[src/BypassPkg.sv]
/* Bypass controller shared definitions
   Lane counts, tag widths, stage codes and the structs passed between blocks */
package BypassPkg;

    // Issue lanes per pipe group
    localparam int INT_ISSUE_WIDTH  = 2;
    localparam int LOAD_ISSUE_WIDTH = 2;

    // Width of a lane index, one bit covers two lanes
    localparam int INT_LANE_WIDTH = 1;
    localparam int MEM_LANE_WIDTH = 1;

    // Physical register file has 64 entries
    localparam int PREG_NUM_WIDTH = 6;

    // Shadow stages behind RR
    // Int: EX WB
    // Load: EX MT MA WB
    localparam int INT_TAP_DEPTH = 2;
    localparam int MEM_TAP_DEPTH = 4;

    // Tap positions that feed the forwarding match
    localparam int INT_TAP_EX = 0;
    localparam int INT_TAP_WB = 1;
    localparam int MEM_TAP_MA = 2;
    localparam int MEM_TAP_WB = 3;

    localparam int STAGE_CODE_WIDTH = 2;

    typedef logic [PREG_NUM_WIDTH-1:0] PRegNum;
    typedef logic [INT_LANE_WIDTH-1:0] IntLane;
    typedef logic [MEM_LANE_WIDTH-1:0] MemLane;

    // Forwarding source
    typedef logic [STAGE_CODE_WIDTH-1:0] BypassStage;

    localparam BypassStage STG_INT_EX = 2'd0;
    localparam BypassStage STG_INT_WB = 2'd1;
    localparam BypassStage STG_MEM_MA = 2'd2;
    localparam BypassStage STG_MEM_WB = 2'd3;

    // Producer tag carried down the shadow pipe
    typedef struct packed {
        PRegNum dstRegNum;
        logic   writeReg;
    } BypassCtrlOperand;

    // One source operand request at RR
    typedef struct packed {
        PRegNum regNum;
        logic   read;
    } SrcOperand;

    typedef struct packed {
        SrcOperand srcA;
        SrcOperand srcB;
    } OperandReq;

    // Forwarding decision for one operand
    typedef struct packed {
        logic       valid;
        BypassStage stg;
        IntLane     intLane;
        MemLane     memLane;
    } BypassSelect;

    typedef struct packed {
        BypassSelect rA;
        BypassSelect rB;
    } BypassOperandCtrl;

    // Back-end pipeline control, plain levels
    typedef struct packed {
        logic stall;
        logic clear;
    } PipelineCtrl;

endpackage : BypassPkg

[src/BypassController.sv]
/* Bypass controller for the register-read stage
   Tracks int and load producer tags and picks a forwarding source per operand */
module BypassController
    import BypassPkg::*;
(
    input  logic             clk,
    input  logic             rst,
    input  PipelineCtrl      ctrl,
    input  BypassCtrlOperand intDst     [INT_ISSUE_WIDTH],
    input  BypassCtrlOperand memDst     [LOAD_ISSUE_WIDTH],
    input  OperandReq        intReq     [INT_ISSUE_WIDTH],
    input  OperandReq        memReq     [LOAD_ISSUE_WIDTH],
    output BypassOperandCtrl intCtrlOut [INT_ISSUE_WIDTH],
    output BypassOperandCtrl memCtrlOut [LOAD_ISSUE_WIDTH]
);

    // Back-end pipes
    // Int:  IS RR EX WB
    // Load: IS RR EX MT MA WB
    BypassCtrlOperand intTaps [INT_ISSUE_WIDTH][INT_TAP_DEPTH];
    BypassCtrlOperand memTaps [LOAD_ISSUE_WIDTH][MEM_TAP_DEPTH];

    BypassCtrlOperand intEx [INT_ISSUE_WIDTH];
    BypassCtrlOperand intWb [INT_ISSUE_WIDTH];
    BypassCtrlOperand memMa [LOAD_ISSUE_WIDTH];
    BypassCtrlOperand memWb [LOAD_ISSUE_WIDTH];

    BypassSelect intSelA [INT_ISSUE_WIDTH];
    BypassSelect intSelB [INT_ISSUE_WIDTH];
    BypassSelect memSelA [LOAD_ISSUE_WIDTH];
    BypassSelect memSelB [LOAD_ISSUE_WIDTH];

    // Integer producer tracking
    for (genvar i = 0; i < INT_ISSUE_WIDTH; i++) begin : gIntPipe
        DstTagPipe #(
            .DEPTH(INT_TAP_DEPTH)
        ) intPipe_inst (
            .clk  (clk),
            .rst  (rst),
            .ctrl (ctrl),
            .rrTag(intDst[i]),
            .taps (intTaps[i])
        );

        assign intEx[i] = intTaps[i][INT_TAP_EX];
        assign intWb[i] = intTaps[i][INT_TAP_WB];
    end

    // Load producer tracking, EX and MT taps are not forwarded
    for (genvar i = 0; i < LOAD_ISSUE_WIDTH; i++) begin : gMemPipe
        DstTagPipe #(
            .DEPTH(MEM_TAP_DEPTH)
        ) memPipe_inst (
            .clk  (clk),
            .rst  (rst),
            .ctrl (ctrl),
            .rrTag(memDst[i]),
            .taps (memTaps[i])
        );

        assign memMa[i] = memTaps[i][MEM_TAP_MA];
        assign memWb[i] = memTaps[i][MEM_TAP_WB];
    end

    // Operand selection for integer consumers
    for (genvar i = 0; i < INT_ISSUE_WIDTH; i++) begin : gIntSel
        BypassSelector selA_inst (
            .src  (intReq[i].srcA),
            .intEx(intEx),
            .intWb(intWb),
            .memMa(memMa),
            .memWb(memWb),
            .sel  (intSelA[i])
        );

        BypassSelector selB_inst (
            .src  (intReq[i].srcB),
            .intEx(intEx),
            .intWb(intWb),
            .memMa(memMa),
            .memWb(memWb),
            .sel  (intSelB[i])
        );

        assign intCtrlOut[i].rA = intSelA[i];
        assign intCtrlOut[i].rB = intSelB[i];
    end

    // Operand selection for load consumers
    for (genvar i = 0; i < LOAD_ISSUE_WIDTH; i++) begin : gMemSel
        BypassSelector selA_inst (
            .src  (memReq[i].srcA),
            .intEx(intEx),
            .intWb(intWb),
            .memMa(memMa),
            .memWb(memWb),
            .sel  (memSelA[i])
        );

        BypassSelector selB_inst (
            .src  (memReq[i].srcB),
            .intEx(intEx),
            .intWb(intWb),
            .memMa(memMa),
            .memWb(memWb),
            .sel  (memSelB[i])
        );

        assign memCtrlOut[i].rA = memSelA[i];
        assign memCtrlOut[i].rB = memSelB[i];
    end

endmodule : BypassController

[src/BypassSelector.sv]
/* Bypass selector for one source operand
   Priority match against int EX/WB and load MA/WB producer tags */
module BypassSelector
    import BypassPkg::*;
(
    input  SrcOperand        src,
    input  BypassCtrlOperand intEx [INT_ISSUE_WIDTH],
    input  BypassCtrlOperand intWb [INT_ISSUE_WIDTH],
    input  BypassCtrlOperand memMa [LOAD_ISSUE_WIDTH],
    input  BypassCtrlOperand memWb [LOAD_ISSUE_WIDTH],
    output BypassSelect      sel
);

    logic [INT_ISSUE_WIDTH-1:0]  intExHit;
    logic [INT_ISSUE_WIDTH-1:0]  intWbHit;
    logic [LOAD_ISSUE_WIDTH-1:0] memMaHit;
    logic [LOAD_ISSUE_WIDTH-1:0] memWbHit;

    logic       intFound;
    logic       memFound;
    BypassStage intStg;
    BypassStage memStg;
    IntLane     intLane;
    MemLane     memLane;

    function automatic logic TagHit(BypassCtrlOperand tag, PRegNum regNum);
        return tag.writeReg && (tag.dstRegNum == regNum);
    endfunction

    // Raw tag matches, gated by the read request
    always_comb begin
        for (int i = 0; i < INT_ISSUE_WIDTH; i++) begin
            intExHit[i] = src.read && TagHit(intEx[i], src.regNum);
            intWbHit[i] = src.read && TagHit(intWb[i], src.regNum);
        end
        for (int i = 0; i < LOAD_ISSUE_WIDTH; i++) begin
            memMaHit[i] = src.read && TagHit(memMa[i], src.regNum);
            memWbHit[i] = src.read && TagHit(memWb[i], src.regNum);
        end
    end

    // Integer side, lowest lane first and EX ahead of WB
    always_comb begin
        intFound = 1'b0;
        intStg   = STG_INT_EX;
        intLane  = '0;
        for (int i = 0; i < INT_ISSUE_WIDTH; i++) begin
            if (!intFound) begin
                if (intExHit[i]) begin
                    intFound = 1'b1;
                    intStg   = STG_INT_EX;
                    intLane  = IntLane'(i);
                end else if (intWbHit[i]) begin
                    intFound = 1'b1;
                    intStg   = STG_INT_WB;
                    intLane  = IntLane'(i);
                end
            end
        end
    end

    // Load side, same order with MA ahead of WB
    always_comb begin
        memFound = 1'b0;
        memStg   = STG_MEM_MA;
        memLane  = '0;
        for (int i = 0; i < LOAD_ISSUE_WIDTH; i++) begin
            if (!memFound) begin
                if (memMaHit[i]) begin
                    memFound = 1'b1;
                    memStg   = STG_MEM_MA;
                    memLane  = MemLane'(i);
                end else if (memWbHit[i]) begin
                    memFound = 1'b1;
                    memStg   = STG_MEM_WB;
                    memLane  = MemLane'(i);
                end
            end
        end
    end

    // A load hit takes the stage but the recorded int lane stays
    always_comb begin
        sel.valid   = intFound || memFound;
        sel.intLane = intLane;
        sel.memLane = memLane;
        if (memFound) begin
            sel.stg = memStg;
        end else if (intFound) begin
            sel.stg = intStg;
        end else begin
            sel.stg = STG_INT_EX;
        end
    end

endmodule : BypassSelector

[src/DstTagPipe.sv]
/* Destination tag shadow pipe
   Carries one lane's producer tag through DEPTH stages and exposes every stage */
module DstTagPipe
    import BypassPkg::*;
#(
    parameter int DEPTH = 2
) (
    input  logic             clk,
    input  logic             rst,
    input  PipelineCtrl      ctrl,
    input  BypassCtrlOperand rrTag,
    output BypassCtrlOperand taps [DEPTH]
);

    BypassCtrlOperand stage [DEPTH];
    logic             flush;
    logic             advance;

    // Clear wins over stall
    assign flush   = rst || ctrl.clear;
    assign advance = !ctrl.stall;

    // First stage takes the RR tag
    always_ff @(posedge clk) begin
        if (flush) begin
            stage[0] <= '0;
        end else if (advance) begin
            stage[0] <= rrTag;
        end
    end

    // Remaining stages shift behind it
    for (genvar s = 1; s < DEPTH; s++) begin : gStage
        always_ff @(posedge clk) begin
            if (flush) begin
                stage[s] <= '0;
            end else if (advance) begin
                stage[s] <= stage[s-1];
            end
        end
    end

    // Every stage is a tap for the consumers
    always_comb begin
        for (int s = 0; s < DEPTH; s++) begin
            taps[s] = stage[s];
        end
    end

endmodule : DstTagPipe

[config.mk]
export PLATFORM = sky130hd
export DESIGN_NAME = BypassController
export DESIGN_NICKNAME = d
export VERILOG_FILES = /design/src/BypassPkg.sv /design/src/BypassController.sv /design/src/BypassSelector.sv /design/src/DstTagPipe.sv
export SDC_FILE = /design/constraint.sdc
export NUM_CORES = 1
export LEC_CHECK = 0
export BUFFER_PORTS_ARGS = -buffer_cell sky130_fd_sc_hd__buf_2
export CAP_MARGIN = 20
export CORE_MARGIN = 2
export CORE_UTILIZATION = 60
export DETAILED_ROUTE_END_ITERATION = 7
export PLACE_DENSITY = 0.91
export SLEW_MARGIN = 20
export SYNTH_ARGS = -nofsm -noshare
export SYNTH_HDL_FRONTEND = slang
export SYNTH_SLANG_ARGS = --single-unit
[constraint.sdc]
create_clock -name clk -period 3.6 [get_ports clk]
set_input_delay 0.54 -clock clk [delete_from_list [all_inputs] [get_ports clk]]
set_output_delay 0.54 -clock clk [all_outputs]
set_load 0.01 [all_outputs]
==> results.toml <==
[timing]
fin_setup_tns_ns = 0
relSlewSlack = 0.403
tightest_slew_ns = 0.895
worst_hold_slack_ns = 0.474
fmax_mhz = 328
post-route-min-period_ns = 3.05
setup_viol = 0
setup_ws_ns = 0.554
min_period_over_period = 0.846
finClkSkew_ns = 0.00767
drv_slew = 0
finalHoldViolations = 0
rsz0062_at_grt = "false"

[power]
internal_power_uw = 1940
irDropWorstVdd_mv = 0.430
pwr-share-comb = 0.215
power_frac_clock = 0.319
swShare = 0.313
fin_total_pwr_uw = 2830
total_leakage_power_uw = 0.00392
power_switching_uw = 883
power.density_nw_per_um2 = 299
sequentialPowerShare = 0.466

[job]
maxCapViolations = 0

[route]
drt_iter0_markers = 1337
post_drt_wl_per_cell_um = 23.9
vias = 7963
drc_errors = 0
dr.pass1.iters = 6
vias_per_cell = 6.59
wirelength_mm = 28.9
ant_nets = 0

[global_routing]
grt_first_pass_wirelength_mm = 43.0
antenna_found_initial = 2
grt_pass1_vias = 7630
grt_max_degree = 85
grt_overflow_total = 0
grt_use_total = 0.350

[synthesis]
synthCells = 1018
ys_types = 33
syn_area_per_cell_um2 = 9.08
synth_top_cell_area_share = 0.273
yosysWarningCount = 0
yosys-top-cells-area = "edfxtp_1 27%, xnor2_1 20%, xor2_1 16%, buf_4 6.3%, and2_1 5.8%"
synth_area_leader_cell = "edfxtp_1"
syn_nets = 1106
synth_seq_cells = 84
ys_seq_area_frac = 0.273
synthesis.area_um2 = 9250

[place]
numPortBuffers = 127
dp_slack_ns = 0.988
gp_congestion = 1.01
place_hpwl_mm = 19.0

[clock_network]
clkSinkCount = 84
cts_resized = 0
cts_tree = "yes"
cts_hold_buf = 0
numCtsBuffers = 9
post-cts-setup-buffers = 0
clkTransAtPathRegs_ns = 0.07
clockRootBuffer = "clkbuf_16"
clock_latency_ns = 0.34
clk_path_buf_depth = 2
h-tree-depth = 3

[setup_path]
worstReg2RegStart = "gMemPipe[1].memPipe_inst.stage[2][6]"
worst_r2r_endpoint = "gMemPipe[1].memPipe_inst.stage[3][6]"
crit_path_max_fanout = 8
endpoint_kind = "output port"
crit_type = "reg -> out"
slowest_stage = "edfxtp_1"
start_kind = "register"
crit_start = "gIntPipe[0].intPipe_inst.stage[1][6]"
reg2reg_depth = 1
r2r_setup_slack_ns = 2.30
cp-endpoint = "intCtrlOut[4]"
crit_chain = "xnor2_1, nand2_1, o41ai_1, or3_1, buf_2"
cp_data_required_time_ns = 3.06
cp_slowest_stage_delay_ns = 0.91
crit_arrival_ns = 2.51

[floorplanning]
io_pins = 128
initial_core_util = 0.610
design.die.area_um2 = 16400
die_height_um = 128
fp-row-count = 45
coreArea_um2 = 15100
die_w_um = 128

[cells_and_area]
drive_above_1_share = 0.153
final_nets = 1101
final_util = 0.624
area_growth_pct = 2.26
num-fill-cells = 1232

[hold_path]
hp-class = "in -> reg"

[run_status]
status = "completed"
[placed cells by master, fill, tap and decap left out, types with 4 or more instances in the layout]
cell,instances
a211oi_1,6
a21oi_1,14
and2_1,86
and4_1,8
buf_2,127
clkbuf_16,9
clkinv_2,4
edfxtp_1,84
inv_1,6
nand2_1,98
nand3_1,14
nand4_1,52
nand4_2,4
nor2_1,7
nor4_1,64
o211ai_1,8
o22ai_1,6
o41ai_1,8
or3_1,6
or4_4,4
xnor2_1,209
xor2_1,174
[state kept, by name, summed over array words and instances, names as in the netlist]
name                         flops
gIntPipe.intPipe_inst.stage     28
gMemPipe.memPipe_inst.stage     56
[power by group through the flow]
stage	Sequential (µW)	Clock (µW)	Combinational (µW)
after CTS	1300	915	591
after detailed placement	1320	0	587
final	1320	903	606
after floorplan	1150	0	618
after global routing	1310	956	656
after global placement	1320	0	561
[metal layers]
layer  up-vias  wire length (µm)  track usage
met5         -                 0            0
met4         0              2140        0.254
met2       715             12700        0.519
met3       187              4240        0.123
met1      3671              9850        0.422
li1       3390                 -            -
[through the flow]
step / area (µm²) / cells
6_report: 9450 / 1208
5_1_grt: 9450 / 1206
4_1_cts: 9420 / 1205
3_5_place_dp: 9130 / 1189
3_3_place_gp: 9130 / 1189
2_1_floorplan: 9250 / 1018
[Yosys cell counts (all sizes together)]
| master | count |
|---|---|
| nand3 | 14 |
| xnor2 | 210 |
| nand4 | 56 |
| inv | 6 |
| and2 | 86 |
| nand2 | 99 |
| o21ai | 2 |
| or2b | 2 |
| edfxtp | 84 |
| buf | 132 |
| nor4 | 64 |
| o211ai | 8 |
| clkbuf | 11 |
| a211oi | 6 |
| clkdlybuf4s18 | 2 |
| a21oi | 14 |
| o22ai | 6 |
| or3 | 6 |
| nor2 | 7 |
| a311oi | 2 |
| nor3 | 3 |
| xor2 | 174 |
| o41ai | 8 |
| or4 | 6 |
| and4b | 2 |
| and4 | 8 |
[worst min-delay path by stage]
stage / slack (ns) / startpoint / cells past startpoint / to
final: 0.47 / memDst[8] / 2 / gMemPipe[0].memPipe_inst.stage[0][1]
after global routing: 0.47 / memDst[1] / 2 / gMemPipe[1].memPipe_inst.stage[0][1]
after CTS: 0.47 / intDst[5] / 2 / gIntPipe[1].intPipe_inst.stage[0][5]
after detailed placement: 0.50 / gMemPipe[1].memPipe_inst.stage[1][3] / 1 / gMemPipe[1].memPipe_inst.stage[2][3]
after global placement: 0.50 / gMemPipe[0].memPipe_inst.stage[0][4] / 1 / gMemPipe[0].memPipe_inst.stage[1][4]
after floorplan: 0.50 / gMemPipe[0].memPipe_inst.stage[0][0] / 1 / gMemPipe[0].memPipe_inst.stage[1][0]
[cell families after synthesis]
family / after synthesis / share of synthesized area
XOR/XNOR: 384 / 0.365
AND/OR/NAND/NOR: 353 / 0.216
buffers and inverters: 151 / 0.113
flip-flops: 84 / 0.273
AO/OA/AOI/OAI: 46 / 0.0336
[layout make-up]
cell class,instances,area (µm²),share of cell area
repair buffers,129,683,0.0723
multi-input cells,783,5690,0.602
clock buffers,9,225,0.0238
clock inverters,7,67.6,0.00715
inverters,6,22.5,0.00238
diodes,2,5.00,0.000529
flip-flops and latches,84,2520,0.267
well taps,188,235,0.0249
[critical path, delay by kind of cell, from the launching register on]
family | cells | cell delay, ns
AO/OA/AOI/OAI | 1 | 0.48
XOR/XNOR | 1 | 0.20
AND/OR/NAND/NOR | 2 | 0.39
buffers and inverters | 1 | 0.17
flip-flops | 1 | 0.91
Power figures use the tool's default switching activity.
